==> src/verilog/smem_config.svh <==
`ifndef SMEM_CONFIG_SVH
`define SMEM_CONFIG_SVH

// batch sizing
`define SMEM_MAX_READ 64
`define SMEM_READ_NUM_W 6

// bank split, top read-number bits pick the bank
`define SMEM_BANKS 8
`define SMEM_BANK_SEL_W 3

// per-read mem queue
`define SMEM_MAX_MEM 20
`define SMEM_MEM_CNT_W 7
`define SMEM_RET_W 7

// local read index times slots, plus slot
`define SMEM_BANK_ADDR_W 8

`define SMEM_LINE_W 512

`endif

==> src/verilog/smem_pkg.sv <==
`default_nettype none
`include "smem_config.svh"

package smem_pkg;

	// stored interval, 113 bits
	typedef struct packed {
		logic [6:0]  info_hi;
		logic [6:0]  info_lo;
		logic [32:0] x2;
		logic [32:0] x1;
		logic [32:0] x0;
	} smem_entry_t;

	// datapath form of one entry, padding is zero
	typedef struct packed {
		logic [24:0] pad4;
		logic [6:0]  info_hi;
		logic [24:0] pad3;
		logic [6:0]  info_lo;
		logic [30:0] pad2;
		logic [32:0] x2;
		logic [30:0] pad1;
		logic [32:0] x1;
		logic [30:0] pad0;
		logic [32:0] x0;
	} slot_word_t;

	// --------------------------------------------------
	// output line views
	// --------------------------------------------------
	typedef struct packed {
		logic [351:0] pad_hi;
		logic [31:0]  ret;
		logic [56:0]  pad_mid;
		logic [6:0]   mem_cnt;
		logic [63:0]  read_num;
	} line_header_t;

	typedef struct packed {
		slot_word_t hi;
		slot_word_t lo;
	} line_pair_t;

	// one output word, header or entry pair
	typedef union packed {
		line_header_t hdr;
		line_pair_t   pair;
	} out_line_u;

	// --------------------------------------------------
	// mem queue requests
	// --------------------------------------------------
	typedef struct packed {
		logic                         we;
		logic [`SMEM_READ_NUM_W-1:0]  read_num;
		logic [`SMEM_MEM_CNT_W-1:0]   slot;
		smem_entry_t                  data;
	} mem_wr_t;

	// reads slot on port a, slot+1 on port b
	typedef struct packed {
		logic                         en;
		logic [`SMEM_READ_NUM_W-1:0]  read_num;
		logic [`SMEM_MEM_CNT_W-1:0]   slot;
	} mem_rd_t;

endpackage

`default_nettype wire

==> src/verilog/mem_entry_writer.sv <==
`timescale 1ns/1ps
`include "smem_config.svh"
`default_nettype none

module mem_entry_writer
	import smem_pkg::*;
(
	input  wire                           clk,
	input  wire                           reset_n,
	input  wire                           stall,
	input  wire                           mem_we,
	input  wire [`SMEM_READ_NUM_W-1:0]    mem_read_num,
	input  wire [`SMEM_MEM_CNT_W-1:0]     mem_addr,
	input  wire slot_word_t               mem_data,
	output mem_wr_t                       wr
);
	smem_entry_t entry;

	// strip the padding
	always_comb begin
		entry.info_hi = mem_data.info_hi;
		entry.info_lo = mem_data.info_lo;
		entry.x2      = mem_data.x2;
		entry.x1      = mem_data.x1;
		entry.x0      = mem_data.x0;
	end

	// --------------------------------------------------
	// input register
	// --------------------------------------------------
	always_ff @(posedge clk) begin
		if (!reset_n) begin
			wr.we <= 1'b0;
		end else if (!stall) begin
			wr.we       <= mem_we;
			wr.read_num <= mem_read_num;
			wr.slot     <= mem_addr;
			wr.data     <= entry;
		end
	end

	slot_in_range: assert property (@(posedge clk) disable iff (!reset_n)
		mem_we |-> mem_addr < `SMEM_MAX_MEM)
		else $error("mem write slot %0d out of range", mem_addr);

endmodule

`default_nettype wire

==> config.mk <==
export PLATFORM = sky130hd
export DESIGN_NAME = mem_entry_writer
export DESIGN_NICKNAME = d
export VERILOG_FILES = /design/src/verilog/smem_pkg.sv /design/src/verilog/mem_entry_writer.sv
export VERILOG_INCLUDE_DIRS = /design/src /design/src/verilog
export SDC_FILE = /design/constraint.sdc
export NUM_CORES = 1
export LEC_CHECK = 0
export BUFFER_PORTS_ARGS = -buffer_cell sky130_fd_sc_hd__clkbuf_2
export CORE_AREA = 2 2 157 159
export DETAILED_ROUTE_END_ITERATION = 16
export DIE_AREA = 0 0 159 161
export PLACE_DENSITY_LB_ADDON = 0.12
export RECOVER_POWER = 50
export REMOVE_ABC_BUFFERS = 1
export SYNTH_ARGS = -nofsm -noshare
export SYNTH_HDL_FRONTEND = slang
export SYNTH_SLANG_ARGS = --single-unit
==> constraint.sdc <==
create_clock -name clk -period 3.45 [get_ports clk]
set_clock_uncertainty 0.1 [all_clocks]
set_input_delay 0.69 -clock clk [delete_from_list [all_inputs] [get_ports clk]]
set_output_delay 0.69 -clock clk [all_outputs]
set_load 0.1 [all_outputs]
==> results.ini <==
[status]
outcome=finished with violations
violations=max-capacitance violations, max-slew violations

[routing]
ant_nets=0
drt_iter0_markers=106
post_drt_via_cell_ratio=3.26
drc=0
wire_per_inst_um=15.9
vias=2430
dr.pass1.iters=4
wl_um=11900

[placed_design]
port_buffers=256
dp_hpwl_um=9110
pre_cts_ws_ns=1.52
post_dp_cell_area_um2=5560
globalplace.congestion=0.712

[floorplan]
die_height_um=161
core_um2=24000
num_rows=57
die_x_um=159
ios=400
start_util=0.160
die_area_um2=25600

[global_route]
grt_max_degree=73
grt_antenna_before_repair=1
first_global_vias=2780
grt-ovfl-total=0
grt_pass1_wl_um=17500
grt_use_total=0.0946

[logic_synthesis]
postSynthCellCount=130
synth_area_per_cell_um2=29.5
synthXorXnorAreaFrac=0
synthFlopType=edfxtp_1
synth_compound_area_frac=0
synth_mux_area_frac=0.00261
syn_area_um2=3830
netlist.area_leader.share=0.988
synth_most_common_cell=edfxtp_1
synth_seq_cells=127
post_synth_num_cell_types=5
synth_common_cells=edfxtp_1 (126), and2b_2 (1), dfxtp_1 (1), mux2i_1 (1), nor2b_1 (1)
yosysSeqAreaShare=0.993
synth_area_leaders=edfxtp_1 (99%), dfxtp_1 (0.52%), mux2i_1 (0.26%), and2b_2 (0.23%), nor2b_1 (0.16%)
yosys.area.top_type=edfxtp_1
synth-simple-area-share=0.00392
synth_edf_count=126
synth_top_family_by_area=simple AND/OR/NAND/NOR gates
synth-warning-count=0
synthAdderAreaFrac=0
synthArstFlopShare=0

[clock_tree]
cts_tree=built
cts_buffers=17
cts_hold_buf=0
clock_tree.buffer_depth=2
cts.reportedPaths.clkPinSlew_ns=0.06
cts_sinks=127
root_buffer=clkbuf_16
htreeDepth=4
cts-resized-gates=0
clock_insertion_delay_worst_skew_ns=0.40
postCtsSetupRepairBufs=0

[pwr]
power.total_mw=4.42
power_density_nw_per_um2=731
vdd_drop_max_mv=0.283
leakage_nw=2.48

[sta]
setup_tns_ns=0
setup_slack_ns=0.932
slew_violations=73
period_needed_ns=2.52
worst-slew-pin-transition_ns=1.84
whs_ns=0.352
finalHoldViolations=0
setup_viol=0
fin_crit_sh=0.730
max_freq_mhz=397
rsz0062_at_grt=false
slew_headroom=-0.226

[worst_setup_path]
r2r_slack_ns=2.76
crit_slowest_cell=clkbuf_2
startpoint=stall
crit_type=in -> reg
crit_path_end_kind=flip-flop
start_kind=input port
r2r_cells=2
cp.arrival_ns=2.41
crit_chain=clkbuf_1 > and2b_4 > clkbuf_2
path_max_fanout=72
required_ns=3.35
crit_path_end=wr[64]$_DFFE_PP_
worst_r2r_endpoint=wr[126]$_SDFFE_PN0N_
r2r_start=wr[126]$_SDFFE_PN0N_
critPathTopFamily=buffers and inverters
worst_path_largest_cell_delay_ns=1.24
worst-path-buf-inv=2
path_depth=3

[finish]
fin_area_um2=6050
drive_gt1_frac=0.648
areaGrowthSynthToFinish_pct=58.0
largest_register_ff_count=127
top_register=wr
top_regs=wr x127
fin_nets=680

[flow_run]
drv_cap=1

[hold_path]
hold_path_class=in -> reg

-- cell type report --
| type | instances | area [um^2] |
|---|---|---|
| well taps | 324 | 405 |
| flip-flops and latches | 127 | 3800 |
| repair buffers | 258 | 1270 |
| fillers | 2569 | 17900 |
| clock inverters | 14 | 110 |
| diodes | 1 | 2.50 |
| clock buffers | 18 | 429 |
| multi-input cells | 3 | 26.3 |
-- worst min path at each step --
stage	from	endpoint	slack, ns	cells past startpoint
4_1_cts	mem_data[9]	wr[9]$_DFFE_PP_	0.32	1
2_1_floorplan	mem_data[0]	wr[0]$_DFFE_PP_	0.69	0
6_report	mem_data[134]	wr[72]$_DFFE_PP_	0.35	1
3_5_place_dp	wr[126]$_SDFFE_PN0N_	wr[126]$_SDFFE_PN0N_	0.42	2
5_1_grt	mem_data[154]	wr[92]$_DFFE_PP_	0.32	1
3_3_place_gp	wr[126]$_SDFFE_PN0N_	wr[126]$_SDFFE_PN0N_	0.43	2
-- layer usage --
| metal | part of all wire | global-route usage |
|---|---|---|
| met5 | 0 | 0 |
| met4 | 0.023 | 0.0471 |
| met3 | 0.13 | 0.0603 |
| met2 | 0.46 | 0.142 |
| met1 | 0.38 | 0.104 |
-- metrics by stage --
stage | instances | util
floorplan | 130 | -
global placement | 712 | 0.232
detailed placement | 712 | 0.232
CTS | 744 | 0.254
global route | 745 | 0.252
finish | 745 | 0.252
-- kinds of logic after synthesis --
family,count (synthesis)
flip-flops,127
multiplexers,1
AND/OR/NAND/NOR,2
-- power by group --
part / total (mW) / switching (mW) / internal [mW] / leakage [nW]
Combinational: 0.933 / 0.823 / 0.110 / 1.04
Clock: 1.64 / 0.711 / 0.931 / 0.256
Sequential: 1.85 / 0.0291 / 1.82 / 1.19
Total: 4.42 / 1.56 / 2.86 / 2.48
-- placed cells by master, fill, tap and decap left out --
cell type,synthesis,routed
nor2b_1,1,1
clkinv_1,0,2
inv_8,0,2
clkbuf_16,0,17
clkinvlp_4,0,3
inv_6,0,3
clkbuf_1,0,17
clkinv_4,0,3
edfxtp_1,126,126
mux2i_1,1,1
dfxtp_1,1,1
clkinv_2,0,1
and2b_4,0,1
clkbuf_2,0,242
diode_2,0,1
Note: power is estimated with default switching activity, not from simulation.
