`src/verilog/smem_config.svh`:
```
`ifndef SMEM_CONFIG_SVH
`define SMEM_CONFIG_SVH

// batch sizing
`define SMEM_MAX_READ 64
`define SMEM_READ_NUM_W 6

// bank split, top read-number bits pick the bank
`define SMEM_BANKS 8
`define SMEM_BANK_SEL_W 3

// per-read mem queue
`define SMEM_MAX_MEM 20
`define SMEM_MEM_CNT_W 7
`define SMEM_RET_W 7

// local read index times slots, plus slot
`define SMEM_BANK_ADDR_W 8

`define SMEM_LINE_W 512

`endif

```
`src/verilog/batch_tracker.sv`:
```
`timescale 1ns/1ps
`include "smem_config.svh"
`default_nettype none

module batch_tracker (
	input  wire                           clk,
	input  wire                           reset_n,
	input  wire                           stall,
	input  wire [`SMEM_READ_NUM_W:0]      batch_size,
	input  wire                           mem_size_valid,
	input  wire [`SMEM_MEM_CNT_W-1:0]     mem_size,
	input  wire [`SMEM_READ_NUM_W-1:0]    mem_size_read_num,
	input  wire                           ret_valid,
	input  wire [`SMEM_RET_W-1:0]         ret,
	input  wire [`SMEM_READ_NUM_W-1:0]    ret_read_num,
	input  wire [`SMEM_READ_NUM_W-1:0]    lookup_read_num,
	output logic [`SMEM_MEM_CNT_W-1:0]    lookup_mem_cnt,
	output logic [`SMEM_RET_W-1:0]        lookup_ret,
	output logic [`SMEM_READ_NUM_W:0]     done_counter,
	output logic                          output_request
);
	logic [`SMEM_MEM_CNT_W-1:0]  mem_cnt_tab [`SMEM_MAX_READ];
	logic [`SMEM_RET_W-1:0]      ret_tab [`SMEM_MAX_READ];

	logic                        size_valid_q;
	logic [`SMEM_MEM_CNT_W-1:0]  size_q;
	logic [`SMEM_READ_NUM_W-1:0] size_read_num_q;
	logic                        ret_valid_q;
	logic [`SMEM_RET_W-1:0]      ret_q;
	logic [`SMEM_READ_NUM_W-1:0] ret_read_num_q;

	logic                        all_done;
	logic [`SMEM_MAX_READ-1:0]   reported;

	// report input register
	always_ff @(posedge clk) begin
		if (!reset_n) begin
			size_valid_q <= 1'b0;
			ret_valid_q  <= 1'b0;
		end else if (!stall) begin
			size_valid_q    <= mem_size_valid;
			size_q          <= mem_size;
			size_read_num_q <= mem_size_read_num;
			ret_valid_q     <= ret_valid;
			ret_q           <= ret;
			ret_read_num_q  <= ret_read_num;
		end
	end

	// --------------------------------------------------
	// per-read tables and lookup port
	// --------------------------------------------------
	always_ff @(posedge clk) begin
		if (!stall) begin
			if (size_valid_q)
				mem_cnt_tab[size_read_num_q] <= size_q;
			if (ret_valid_q)
				ret_tab[ret_read_num_q] <= ret_q;
			lookup_mem_cnt <= mem_cnt_tab[lookup_read_num];
			lookup_ret     <= ret_tab[lookup_read_num];
		end
	end

	// completion
	always_ff @(posedge clk) begin
		if (!reset_n) begin
			done_counter   <= '0;
			all_done       <= 1'b0;
			output_request <= 1'b0;
			reported       <= '0;
		end else if (!stall) begin
			if (size_valid_q) begin
				done_counter              <= done_counter + 1'b1;
				reported[size_read_num_q] <= 1'b1;
			end
			all_done       <= (done_counter == batch_size) && (batch_size != '0);
			output_request <= all_done;
		end
	end

	single_report: assert property (@(posedge clk) disable iff (!reset_n)
		(size_valid_q && !stall) |-> !reported[size_read_num_q])
		else $error("read %0d reported its mem count twice", size_read_num_q);

endmodule

`default_nettype wire

```
`config.mk`:
```
export PLATFORM = sky130hd
export DESIGN_NAME = batch_tracker
export DESIGN_NICKNAME = d
export VERILOG_FILES = /design/src/verilog/batch_tracker.sv
export VERILOG_INCLUDE_DIRS = /design/src /design/src/verilog
export SDC_FILE = /design/constraint.sdc
export NUM_CORES = 1
export LEC_CHECK = 0
export BUFFER_PORTS_ARGS = -buffer_cell sky130_fd_sc_hd__buf_4
export CAP_MARGIN = 20
export CORE_MARGIN = 2
export CORE_UTILIZATION = 56
export CTS_CLUSTER_DIAMETER = 150
export DETAILED_ROUTE_END_ITERATION = 10
export GPL_ROUTABILITY_DRIVEN = 0
export HOLD_SLACK_MARGIN = 0.06
export PLACE_DENSITY = 0.74
export SLEW_MARGIN = 20
export SYNTH_ARGS = -nofsm -noshare
export SYNTH_HDL_FRONTEND = slang
export SYNTH_SLANG_ARGS = --single-unit
```
`constraint.sdc`:
```
create_clock -name clk -period 2.7 [get_ports clk]
set_input_delay 0.81 -clock clk [delete_from_list [all_inputs] [get_ports clk]]
set_output_delay 0.81 -clock clk [all_outputs]
set_load 0.05 [all_outputs]
```
==> impl_summary.md <==
STA
The upper clock frequency limit is 406.7 MHz. Of the available clock period, the critical path in the final layout requires 91.06%. Setup repair after global routing left no endpoint under its margin. At the pin with the least slew margin, the transition time is 781.0 ps. The total setup violations reported at the end of the flow is 0. The headroom to the max-slew limit is 47.93%. The hold violation total from the final report was 0.

The post-layout minimum cycle time is 2459 ps. Between clock sinks in the finished design, the worst skew comes to 25.82 ps. The final-layout setup total negative slack is 0 ps.

Final hold analysis gives a worst-case slack of 336.8 ps. The number of pins exceeding their max-slew limit in the final report came to 0.

Worst setup path
The critical path goes through or3b_2 -> or3b_2 -> nor2_1 -> buf_4. The type of destination of the critical path is a flop. The largest fanout on the critical path is 10. The highest-delay cell along the critical path is or3b_2. The worst setup path is launched from a flop. The critical setup path kind is flop to flop. The kind of cell adding the most delay to the critical path is simple AND/OR/NAND/NOR gates.

The most frequent cell on the critical path is or3b_2. The largest single stage delay on the critical path is 630 ps. The data required time of the worst path is 3040 ps.

Data arrives at the worst endpoint at 2800 ps. The count of buffering cells on the critical path with inverters included is 1.

Logic synthesis
The number of enable flip-flop cells after synthesis is 936. The netlist area before placement is 36740 µm². The post-synthesis async set-or-reset flop share is 0%. For this run, the register share of the synthesized area comes to 77.11%. The mean area per synthesized cell is 21.33 µm². Ranked by total cell area, the synthesized netlist is headed by edfxtp_1, mux4_2, mux2i_1, nor2_1, dfxtp_1. The post-synth net total is 1767.

The post-synthesis sequential element count is 947. For this run, the leading register cell type out of synthesis is edfxtp_1. The post-synthesis cell type count is 42.

The fraction of synthesized cell area taken by the top area cell type is 76.51%. The cell taking the most area after synthesis is edfxtp_1. The cell count after synthesis came out at 1722. The Yosys step of the flow raised 0 warnings.

Power and ir drop
The clock network is responsible for 41.6% of the overall power. The net switching power is 6.368 mW. Net switching is 20.64% of the power. IR analysis of the VDD net gives a maximum drop of 0.7097 mV. Of the total power, combinational logic draws 5.4%. The total power after layout is 30.85 mW. The internal power of the cells totals 24.48 mW. The sequential share of power is 53.0%. Summed over all cells, the static leakage comes to 14.15 nW. The ratio of total power to cell area is 716.0 nW/µm².

Job
The tool flagged a number of max-cap violations equal to 0.

CTS
After clock tree synthesis, the setup repair step added 0 buffers. CTS built an H-tree with a depth of 3. The clock net in this run drives a total of 947 sinks. The number of gates resized after cts is 0. The clock latency on the worst-skew pair is 650 ps. Buffers inserted during clock tree synthesis total 92. The root buffer cell chosen for the clock tree is clkbuf_16.

The clock passes through at most 3 buffers. The number of buffers inserted by hold repair at cts is 0. The TritonCTS clock tree is yes. The clock-pin slew on the worst setup and hold paths is 60 ps.

Global route
The first global-routing pass estimated 125.1 mm of wire. Global routing used 25.45% of the available tracks across all layers. The number of global-route vias before repair came to 19230.

The number of antenna violations at the first check in global routing is 0. Entering global routing, the biggest net connects 65 pins. Global routing finished with a remaining overflow of 0.

Die
The number of top-level design ports is 66. The floorplan step defined a core boundary enclosing 64700 µm². In this run the horizontal extent of the chip is 260.1 µm. The initial core utilization is 56.78%. After floorplanning, the core was divided into 93 placement rows. The floorplan step defined a die boundary enclosing 67660 µm². From bottom edge to top edge, the die measures 260.1 µm.

Placement
The half-perimeter wire length of the detailed placement result is 52.94 mm. Buffers placed on the I/O ports in this run total 65. The number of cells after detailed placement is 2821.

Final layout
The number of standard cells in the layout, taps in and fillers out is 2988. The library cell used most frequently in the layout, excluding fill and tap cells, is edfxtp_1. The fraction of layout cells with a size suffix above 1 is 33.57%.

The net count of the finished layout is 2105. For this run, the share of the core covered by cells in the final layout is 66.60%. The layout overhead on the synthesized area is 17.29%. The repair_antennas step left the layout with diodes totalling 0. The library cells used most frequently in the layout, excluding fill and tap cells, are edfxtp_1, buf_4, mux4_2, nor2_1, clkbuf_16.

Route
After detailed routing, the total wire length is 83.63 mm. Using the TritonRoute via totals, the vias-per-cell ratio works out to 6.325. The routed layout has 18900 vias. The initial DRC count is 2376. In the routed design, unresolved DRC markers number 0. The number of detailed-route iterations in the first pass is 5. The post-detailed-route count of antenna-violating nets is 0. In the final routed layout, each cell accounts on average for 27.99 µm.

Min path
The tightest min-delay check is of the primary input to flop type.

Run status
The flow ran to the end, and the final reports show no timing, DRC or antenna violations.
-- path summary, 6_finish.rpt --
| path | start | end | slack [ps] | cells past startpoint |
|---|---|---|---|---|
| worst max-delay path | ret_read_num_q[2] | ret_tab[42][2] | 240 | 4 |
| worst min-delay path | mem_size[2] | size_q[2] | 340 | 1 |
| worst max register to register | ret_read_num_q[2] | ret_tab[42][2] | 240 | 4 |
| worst min register to register | all_done | all_done | 470 | 2 |
-- worst reg2reg max path, delay by kind of cell (launching register included) --
family | cells | cell delay [ps]
buffers and inverters | 1 | 220
and+or+nand+nor | 3 | 1410
DFF | 1 | 540
-- area by class of cell --
type                            count  area [µm²]
Fill cell                        4058       21610
Sequential cell                   947       28330
Multi-Input combinational cell    675        7829
Timing Repair Buffer              343        2840
Clock inverter                     55       595.6
Clock buffer                      112        2420
Tap cell                          855        1070
Inverter                            1       3.754
-- sequential cells by signal, indices dropped and copies added (netlist names), 7 cells and up --
| name | flops |
|---|---|
| size_q | 7 |
| lookup_mem_cnt | 7 |
| done_counter | 7 |
| mem_cnt_tab | 448 |
| ret_q | 7 |
| ret_tab | 448 |
| lookup_ret | 7 |
-- power groups by stage --
stage | Sequential [mW] | Combinational, mW | Clock (mW)
finish | 16.4 | 1.67 | 12.8
floorplan | 16.8 | 0.797 | 0
CTS | 16.4 | 1.67 | 13.0
detailed placement | 16.7 | 1.66 | 0
global route | 16.4 | 1.76 | 13.5
global placement | 16.7 | 1.61 | 0
-- metrics by stage --
step                area (µm²)  setup WS, ps
floorplan                36740         61.26
global placement         40070        -265.1
detailed placement       40070        -307.7
CTS                      43090         252.2
global route             43090         193.9
finish                   43090         241.3
-- Yosys cell counts (4+ instances only) --
master and number:
edfxtp_1 936, mux4_2 232, nor2_1 152, mux2i_1 60
clkbuf_1 34, nand2_1 30, buf_2 28, o21ai_0 25
a21oi_1 22, nand3_1 19, nor2b_1 15, buf_4 14
o22ai_1 14, nand3b_1 12, o221ai_1 12, dfxtp_1 11
a211oi_1 10, buf_1 10, buf_6 10, nor3_1 9
o31ai_1 9, or3b_2 7, xnor2_1 6, and2_1 5
nand4_1 5, or3_1 4, xor2_1 4
-- metal layers --
layer	wire [µm]	track usage, %
met1	32430	36.74
met2	40110	39.89
met3	8889	5.156
met4	2197	7.952
met5	0	0
-- logic make-up after synthesis --
kind of cell | Yosys count | synth area share (%)
AOI/OAI and AO/OA | 105 | 1.819
xor gates and xnor gates | 10 | 0.2384
adders and majority gates | 1 | 0.03405
buffers and inverters | 100 | 1.584
DFF | 947 | 77.11
muxes | 294 | 15.92
and+or+nand+nor | 265 | 3.294
No activity file was read; power rests on OpenSTA's default activity.
