[config.mk]
export PLATFORM = sky130hd
export DESIGN_NAME = result_streamer
export DESIGN_NICKNAME = d
export VERILOG_FILES = /design/src/verilog/smem_pkg.sv /design/src/verilog/result_streamer.sv
export VERILOG_INCLUDE_DIRS = /design/src /design/src/verilog
export SDC_FILE = /design/constraint.sdc
export NUM_CORES = 1
export LEC_CHECK = 0
export BUFFER_PORTS_ARGS = -buffer_cell sky130_fd_sc_hd__buf_2
export CAP_MARGIN = 20
export CORE_AREA = 2 2 304 306
export DETAILED_ROUTE_END_ITERATION = 16
export DIE_AREA = 0 0 306 308
export PLACE_DENSITY = 0.43
export SLEW_MARGIN = 5
export SYNTH_ARGS = -nofsm -noshare
export SYNTH_HDL_FRONTEND = slang
export SYNTH_SLANG_ARGS = --single-unit
[constraint.sdc]
create_clock -name clk -period 41.4 [get_ports clk]
set_input_delay 6.21 -clock clk [delete_from_list [all_inputs] [get_ports clk]]
set_output_delay 6.21 -clock clk [all_outputs]
set_load 0.01 [all_outputs]
[src/verilog/smem_config.svh]
`ifndef SMEM_CONFIG_SVH
`define SMEM_CONFIG_SVH

// batch sizing
`define SMEM_MAX_READ 64
`define SMEM_READ_NUM_W 6

// bank split, top read-number bits pick the bank
`define SMEM_BANKS 8
`define SMEM_BANK_SEL_W 3

// per-read mem queue
`define SMEM_MAX_MEM 20
`define SMEM_MEM_CNT_W 7
`define SMEM_RET_W 7

// local read index times slots, plus slot
`define SMEM_BANK_ADDR_W 8

`define SMEM_LINE_W 512

`endif

[src/verilog/smem_pkg.sv]
`default_nettype none
`include "smem_config.svh"

package smem_pkg;

	// stored interval, 113 bits
	typedef struct packed {
		logic [6:0]  info_hi;
		logic [6:0]  info_lo;
		logic [32:0] x2;
		logic [32:0] x1;
		logic [32:0] x0;
	} smem_entry_t;

	// datapath form of one entry, padding is zero
	typedef struct packed {
		logic [24:0] pad4;
		logic [6:0]  info_hi;
		logic [24:0] pad3;
		logic [6:0]  info_lo;
		logic [30:0] pad2;
		logic [32:0] x2;
		logic [30:0] pad1;
		logic [32:0] x1;
		logic [30:0] pad0;
		logic [32:0] x0;
	} slot_word_t;

	// --------------------------------------------------
	// output line views
	// --------------------------------------------------
	typedef struct packed {
		logic [351:0] pad_hi;
		logic [31:0]  ret;
		logic [56:0]  pad_mid;
		logic [6:0]   mem_cnt;
		logic [63:0]  read_num;
	} line_header_t;

	typedef struct packed {
		slot_word_t hi;
		slot_word_t lo;
	} line_pair_t;

	// one output word, header or entry pair
	typedef union packed {
		line_header_t hdr;
		line_pair_t   pair;
	} out_line_u;

	// --------------------------------------------------
	// mem queue requests
	// --------------------------------------------------
	typedef struct packed {
		logic                         we;
		logic [`SMEM_READ_NUM_W-1:0]  read_num;
		logic [`SMEM_MEM_CNT_W-1:0]   slot;
		smem_entry_t                  data;
	} mem_wr_t;

	// reads slot on port a, slot+1 on port b
	typedef struct packed {
		logic                         en;
		logic [`SMEM_READ_NUM_W-1:0]  read_num;
		logic [`SMEM_MEM_CNT_W-1:0]   slot;
	} mem_rd_t;

endpackage

`default_nettype wire

[src/verilog/result_streamer.sv]
`timescale 1ns/1ps
`include "smem_config.svh"
`default_nettype none

module result_streamer
	import smem_pkg::*;
(
	input  wire                           clk,
	input  wire                           reset_n,
	input  wire                           stall,
	input  wire [`SMEM_READ_NUM_W:0]      batch_size,
	input  wire                           output_permit,
	output logic [`SMEM_READ_NUM_W-1:0]   lookup_read_num,
	input  wire [`SMEM_MEM_CNT_W-1:0]     lookup_mem_cnt,
	input  wire [`SMEM_RET_W-1:0]         lookup_ret,
	output mem_rd_t                       rd,
	input  wire smem_entry_t              q_a,
	input  wire smem_entry_t              q_b,
	output out_line_u                     output_data,
	output logic                          output_valid,
	output logic                          output_finish
);
	typedef enum logic [2:0] {
		S_HEADER,
		S_PAIRS,
		S_SINGLE,
		S_NEXT,
		S_DONE
	} state_t;

	// line kind and header fields, delayed alongside the ram read
	typedef struct packed {
		logic                        valid;
		logic                        finish;
		logic                        is_hdr;
		logic                        single;
		logic [`SMEM_READ_NUM_W-1:0] read_num;
		logic [`SMEM_MEM_CNT_W-1:0]  mem_cnt;
		logic [`SMEM_RET_W-1:0]      ret;
	} line_tag_t;

	function automatic slot_word_t pad_entry(input smem_entry_t e);
		slot_word_t w;
		w         = '0;
		w.info_hi = e.info_hi;
		w.info_lo = e.info_lo;
		w.x2      = e.x2;
		w.x1      = e.x1;
		w.x0      = e.x0;
		return w;
	endfunction

	state_t                     state;
	logic [`SMEM_READ_NUM_W:0]  read_ptr;
	logic [`SMEM_MEM_CNT_W-1:0] slot;
	line_tag_t                  tag_in;
	line_tag_t                  tag_q1;
	line_tag_t                  tag_q2;
	out_line_u                  line_next;

	// tracker answers one cycle late, so look ahead on the read step
	assign lookup_read_num = (state == S_NEXT) ? read_ptr[`SMEM_READ_NUM_W-1:0] + 1'b1
	                                           : read_ptr[`SMEM_READ_NUM_W-1:0];

	always_comb begin
		tag_in          = '0;
		tag_in.read_num = read_ptr[`SMEM_READ_NUM_W-1:0];
		tag_in.mem_cnt  = lookup_mem_cnt;
		tag_in.ret      = lookup_ret;
		tag_in.finish   = (state == S_DONE);
		if (output_permit) begin
			case (state)
				S_HEADER: begin
					tag_in.valid  = (read_ptr < batch_size);
					tag_in.is_hdr = 1'b1;
				end
				S_PAIRS:  tag_in.valid = 1'b1;
				S_SINGLE: begin
					tag_in.valid  = 1'b1;
					tag_in.single = 1'b1;
				end
				default: ;
			endcase
		end
		rd.en       = tag_in.valid && !tag_in.is_hdr;
		rd.read_num = read_ptr[`SMEM_READ_NUM_W-1:0];
		rd.slot     = slot;
	end

	// --------------------------------------------------
	// sequencer
	// --------------------------------------------------
	always_ff @(posedge clk) begin
		if (!reset_n) begin
			state    <= S_HEADER;
			read_ptr <= '0;
			slot     <= '0;
		end else if (!stall && output_permit) begin
			case (state)
				S_HEADER: begin
					slot <= '0;
					if (read_ptr >= batch_size)
						state <= S_DONE;
					else if (lookup_mem_cnt >= 2)
						state <= S_PAIRS;
					else if (lookup_mem_cnt == 1)
						state <= S_SINGLE;
					else
						state <= S_NEXT;
				end
				S_PAIRS: begin
					slot <= slot + 2'd2;
					if (slot + 4 <= lookup_mem_cnt)
						state <= S_PAIRS;
					else if (slot + 3 == lookup_mem_cnt)
						state <= S_SINGLE;
					else
						state <= S_NEXT;
				end
				S_SINGLE: state <= S_NEXT;
				// gap cycle between read groups
				S_NEXT: begin
					read_ptr <= read_ptr + 1'b1;
					state    <= S_HEADER;
				end
				default: state <= S_DONE;
			endcase
		end
	end

	always_ff @(posedge clk) begin
		if (!reset_n) begin
			tag_q1 <= '0;
			tag_q2 <= '0;
		end else if (!stall) begin
			tag_q1 <= tag_in;
			tag_q2 <= tag_q1;
		end
	end

	// line assembly, header view or pair view of the same word
	always_comb begin
		line_next = '0;
		if (tag_q2.is_hdr) begin
			line_next.hdr.read_num = 64'(tag_q2.read_num);
			line_next.hdr.mem_cnt  = tag_q2.mem_cnt;
			line_next.hdr.ret      = 32'(tag_q2.ret);
		end else begin
			line_next.pair.lo = pad_entry(q_a);
			if (!tag_q2.single)
				line_next.pair.hi = pad_entry(q_b);
		end
	end

	always_ff @(posedge clk) begin
		if (!reset_n) begin
			output_valid  <= 1'b0;
			output_finish <= 1'b0;
		end else if (!stall) begin
			output_valid  <= tag_q2.valid;
			output_finish <= tag_q2.finish;
			output_data   <= line_next;
		end
	end

endmodule

`default_nettype wire

==> results of run 1 <==
-- sequential cells by signal (all words and copies together), names as in the netlist --
register	count
tag_q2	24
state	3
read_ptr	7
output_data	226
tag_q1	24
output_valid	1
slot	6
output_finish	1
-- worst paths after layout --
path	from	to	slack, ns	cells past startpoint
max	output_permit	rd[13]	28.53	3
min	tag_q1[10]	tag_q2[10]	0.51	2
max reg2reg	tag_q2[21]	output_data[451]	38.77	4
min reg2reg	tag_q1[10]	tag_q2[10]	0.51	2
-- logic make-up (layout without fill, tap and decap cells) --
family                   count (synthesis)  in the layout  synth area share (%)
AND/OR/NAND/NOR                        344            344                  15.0
multiplexers                            67             67                  4.97
XOR/XNOR                                20             20                  1.25
flip-flops                             292            292                  57.9
other                                    1            295                0.0268
buffers and inverters                  354            591                  17.5
AO/OA/AOI/OAI                           39             39                  1.77
adder cells (fa/ha/maj)                 18             18                  1.61
-- layout by cell type (no fill, tap or decap), types with 3 or more instances in the layout --
cell type and n:
o21a_1 3, nand2_1 25, o21ai_0 8, ha_1 18, buf_4 10, and2_1 119
dfxtp_1 65, nand2b_1 4, a21boi_0 3, clkbuf_8 5, nor2_1 10, mux2i_1 47
mux2_2 20, bufinv_16 6, nor2b_1 149, clkbuf_16 37, edfxtp_1 226, inv_1 16
diode_2 8, clkinv_2 10, nor3_1 3, nand3_1 12, clkbuf_1 3, xnor2_1 11
a21oi_1 13, buf_2 496, xor2_1 9, conb_1 287
-- cell usage after synthesis (2+ instances only) --
library cell  instances
a21boi_0              3
a21oi_1              13
a31oi_1               2
and2_1              119
and3_1                2
buf_2                 6
buf_4               294
clkbuf_1             36
dfxtp_1              66
edfxtp_1            226
ha_1                 18
inv_1                16
mux2_2               20
mux2i_1              47
nand2_1              25
nand2b_1              4
nand3_1              12
nand3b_1              2
nand4_1               2
nand4b_1              2
nor2_1               11
nor2b_1             150
nor3_1                3
nor4_1                2
o21a_1                3
o21ai_0               8
or2_2                 2
xnor2_1              11
xor2_1                9
-- through the flow --
step	worst slack, ns	total power (W)	utilization [%]	cell area, sq um	cells
6_report	28.53	0.000755	19.9	18100	2852
4_1_cts	28.51	0.000772	19.9	18100	2843
2_1_floorplan	23.99	0.000402	-	15100	1421
5_1_grt	28.46	0.000789	19.9	18100	2846
3_3_place_gp	28.43	0.000409	18.4	16700	2775
3_5_place_dp	28.51	0.000410	18.4	16700	2775
-- layout make-up --
type | count | area [sq um]
antenna | 8 | 20.0
clock buffer | 45 | 1010
clock inverter | 23 | 325
fill | 10000 | 72800
inverter | 16 | 60.1
multi-input combinational | 775 | 4530
sequential | 292 | 8110
tap | 1186 | 1480
timing repair buffer | 507 | 2580
-- per-layer routing --
| layer | share of wire, % | vias up | wire length (microns) |
|---|---|---|---|
| met5 | 0.048 | - | 21 |
| met4 | 3.6 | 4 | 1580 |
| met3 | 10 | 89 | 4420 |
| met2 | 50 | 542 | 21700 |
| met1 | 36 | 4271 | 15700 |
| li1 | - | 4220 | - |
-- worst register-to-register path, stage by stage (launching register included) --
cell and delay, ns:
dfxtp_4 0.74, buf_4 0.70, nor2_4 0.05, buf_4 0.36, and2_1 0.48
-- where the power goes --
group          internal (W)  switching (W)  total [W]
Sequential         0.000330     0.00000500   0.000335
Clock              0.000213       0.000138   0.000351
Combinational     0.0000266      0.0000414  0.0000680
==> results.yml, run 1 <==
status:
  status: "completed"
setup_path:
  crit_path_end_kind: "primary output"
  start_kind: "primary input"
  cpLargestDelayFamily: "buffers and inverters"
  max_stage_delay_ns: 0.18
  critPathKind: "in2out"
  worstPathRequired_ns: 35.19
  cp_max_fo: 4
  crit_path_frequent_cell: "buf_2"
  crit_buf_inv: 2
  cp_cell_sequence: "buf_2, nor3b_1, buf_2"
  cp_slowest_cell: "nor3b_1"
  arrival_ns: 6.66
synthesis:
  yosys.area.top_type: "edfxtp_1"
  syn_inst: 1135
  netlist_area_sq_um: 14000
  ys_top_cells_by_area: "edfxtp_1 48%, buf_4 16%, dfxtp_1 9.4%"
  synth-edff-count: 226
  yosysSeqAreaShare_pct: 57.9
  async_flop_share_pct: 0
  ys_warn_count: 0
  synth_top_area_share_pct: 48.5
  ys_types: 50
  syn_area_per_cell_sq_um: 12.3
  synth_top_flop_cell: "edfxtp_1"
  ys_ff_latch: 292
timing:
  hold_ws_ns: 0.506
  clock.fmax_mhz: 77.7
  fin_skew_ns: 0.0512
  setup_violations: 0
  finalCritPeriodShare_pct: 31.1
  final.min_clock_period_ns: 12.87
  worst_pin_slew_ns: 0.992
  slew_violations: 0
  max_slew_margin_pct: 33.9
  setup_tns_ns: 0
  rsz0062_at_grt: "no"
  final_hold_viol_count: 0
floorplan:
  die-area_sq_um: 94200
  initial_utilization_pct: 15.4
  io_pins: 785
  die_w_microns: 306
  rows: 111
  die_h_microns: 308
  core_region_area_sq_um: 91000
cts:
  insertion_delay_ns: 0.58
  cts-htree-levels: 2
  clockBufferDepth: 3
  cts_sinks: 292
  cts_hold_buffers: 0
  cts_buffers: 37
  cts_resized: 0
  cts-root-buf: "clkbuf_16"
  cts_setup_buffers: 0
  clk_pin_slew_ns: 0.06
  tritoncts: "built"
global_route:
  track_usage_pct: 8.52
  grt_use_met3_pct: 2.87
  grt.met1_usage_pct: 9.28
  antenna_found_initial: 23
  grt_overflow: 0
  grt.met2_usage_pct: 15.3
  grt-busiest-layer: "met2"
  grt_max_degree: 114
  first_global_vias: 8653
  grt_pass1_wl_microns: 59300
drt:
  drtIter0Drc: 405
  drc: 0
  viasPerCell: 3.20
  drt_wl_total_microns: 43500
  firstDrtPassIters: 4
  ant_nets: 0
  vias: 9126
  wire_per_inst_microns: 15.2
pwr:
  leakagePower_nw: 7.77
  p_per_area_nw_per_um2: 41.6
  peakVddDrop_mv: 0.0238
placed_design:
  dp_hpwl_microns: 33500
  port_buffers: 497
  gp_congestion: 0.761
flow_run:
  maxCapViolations: 0
final_layout:
  synthToLayoutAreaGrowth_pct: 29.5
  final_nets: 1898
  final_layout_size_suffix_gt1_share_pct: 36.3
hold_path:
  hp-class: "reg2reg"
(Power assumes the default switching activity.)
==> run 2, diff against run 1 <==
Clock period 41.4 ns to 13.1 ns, I/O delays scaled along.
==> run 2 against run 1 <==
- final area shrank 0.53%
- global-route usage down 0.064 points
- register-to-register slack got worse by 28 ns
- critical path type is now in2reg
- critical path depth up 2
- routed wire length is 0.11% lower
- non-clock buffer count is 2 lower
- flip-flop and latch count did not move
- clock-buffer cell count is 8 higher
- worst hold slack got worse by 0.025 ns
- setup slack lost 20 ns
==> results.yml, run 2 (synthesis results as in run 1) <==
drt:
  drtIter0Drc: 511
  ant_nets: 0
  drc: 0
  wire_per_inst_microns: 15.3
  vias: 9102
  viasPerCell: 3.20
  drt_wl_total_microns: 43400
  firstDrtPassIters: 4
setup_path:
  crit_path_end_kind: "flop"
  reg2reg_depth: 9
  cp-startpoint: "reset_n"
  rrSetupSlack_ns: 10.70
  start_kind: "primary input"
  crit_path_frequent_cell: "buf_4"
  worstPathRequired_ns: 13.28
  worst_r2r_startpoint: "slot[3]"
  arrival_ns: 4.74
  max_stage_delay_ns: 0.68
  cp-endpoint: "output_data[24]"
  cp_slowest_cell: "buf_4"
  critPathKind: "in2reg"
  cp_max_fo: 160
  timing.rr.end: "state[0]"
  cp_cell_sequence: "buf_2, buf_4, nor2b_4, buf_4, buf_12"
pwr:
  p_per_area_nw_per_um2: 130
  total_power_w: 0.00235
  peakVddDrop_mv: 0.0666
  leakagePower_nw: 7.72
floorplan:
  die-area_sq_um: 94200
  core_region_area_sq_um: 91000
  die_h_microns: 308
  die_w_microns: 306
  io_pins: 785
  rows: 111
  initial_utilization_pct: 15.4
final_layout:
  layout_common_cells: "496 x buf_2, 287 x conb_1, 226 x edfxtp_1"
  layout_commonest_cell: "buf_2"
  largest_reg_flops: 226
  final_nets: 1898
  synthToLayoutAreaGrowth_pct: 28.8
  top_register: "output_data"
  reg_top3: "output_data (226), tag_q1 (24), tag_q2 (24)"
  final_layout_size_suffix_gt1_share_pct: 35.7
global_route:
  grt_overflow: 0
  first_global_vias: 8589
  track_usage_pct: 8.46
  grt_pass1_wl_microns: 58400
  grt_max_degree: 161
  antenna_found_initial: 15
cts:
  cts_hold_buffers: 0
  clockBufferDepth: 3
  insertion_delay_ns: 0.57
  cts_resized: 0
  tritoncts: "built"
  cts-htree-levels: 2
  cts_setup_buffers: 0
  cts_buffers: 39
  cts_sinks: 292
  clk_pin_slew_ns: 0.05
  cts-root-buf: "clkbuf_16"
timing:
  worst_pin_slew_ns: 1.15
  slew_violations: 0
  max_slew_margin_pct: 23.2
  clock.fmax_mhz: 219
  rsz0062_at_grt: "no"
  final_hold_viol_count: 0
  hold_ws_ns: 0.480
  final.min_clock_period_ns: 4.56
  fin_skew_ns: 0.0214
  setup_violations: 0
  setup_tns_ns: 0
  finalCritPeriodShare_pct: 34.8
placed_design:
  gp_congestion: 0.771
  port_buffers: 497
  dp_hpwl_microns: 33200
status:
  status: "completed"
hold_path:
  whs_path_depth: 2
  hp-start: "tag_q1[22]"
  hp-class: "reg2reg"
flow_run:
  maxCapViolations: 0
-- run 2: changes by cell type in the layout (fill, tap and decap cells not counted), sizes merged --
cell	before	now
bufinv	6	4
buf	507	505
diode	8	2
clkbuf	45	53
clkinv	15	11
-- run 2: report_power, final --
part | internal, W | leakage (nW) | switching (W) | total [W]
Clock | 0.000647 | 0.619 | 0.000427 | 0.00107
Combinational | 0.0000833 | 4.43 | 0.000132 | 0.000215
Sequential | 0.00104 | 2.66 | 0.0000164 | 0.00106
-- run 2: worst min-delay path by stage --
stage                 endpoint  slack [ns]
floorplan           tag_q1[22]        0.45
global placement    tag_q1[22]        0.47
detailed placement  tag_q1[22]        0.48
CTS                 tag_q1[22]        0.48
global route        tag_q1[22]        0.53
finish              tag_q1[22]        0.48
-- run 2: cell type report --
class	count	area [sq um]
Timing Repair Buffer	505	2560
Fill cell	9957	72900
Sequential cell	292	8110
Clock buffer	53	1060
Tap cell	1186	1480
Clock inverter	17	214
Antenna cell	2	5.00
Inverter	16	60.1
Multi-Input combinational cell	775	4530
-- run 2: through the flow --
| stage | worst slack [ns] | cell area (sq um) | instances | util (%) |
|---|---|---|---|---|
| 6_report | 8.54 | 18000 | 2846 | 19.8 |
| 5_1_grt | 8.33 | 18000 | 2846 | 19.8 |
| 4_1_cts | 8.51 | 18000 | 2844 | 19.8 |
| 3_5_place_dp | 7.89 | 16800 | 2774 | 18.4 |
| 3_3_place_gp | 7.97 | 16800 | 2774 | 18.4 |
| 2_1_floorplan | 4.30 | 15100 | 1421 | - |
-- run 2: metal layers --
metal	wire length, microns	track usage (%)
met1	16500	9.53
met3	4110	2.96
met4	1150	2.76
met5	13	0
met2	21600	14.8
-- run 2: worst max-delay path: cells and delay by family --
kind | cells | cell delay (ns)
and+or+nand+nor | 1 | 0.50
buffers and inverters | 4 | 1.79
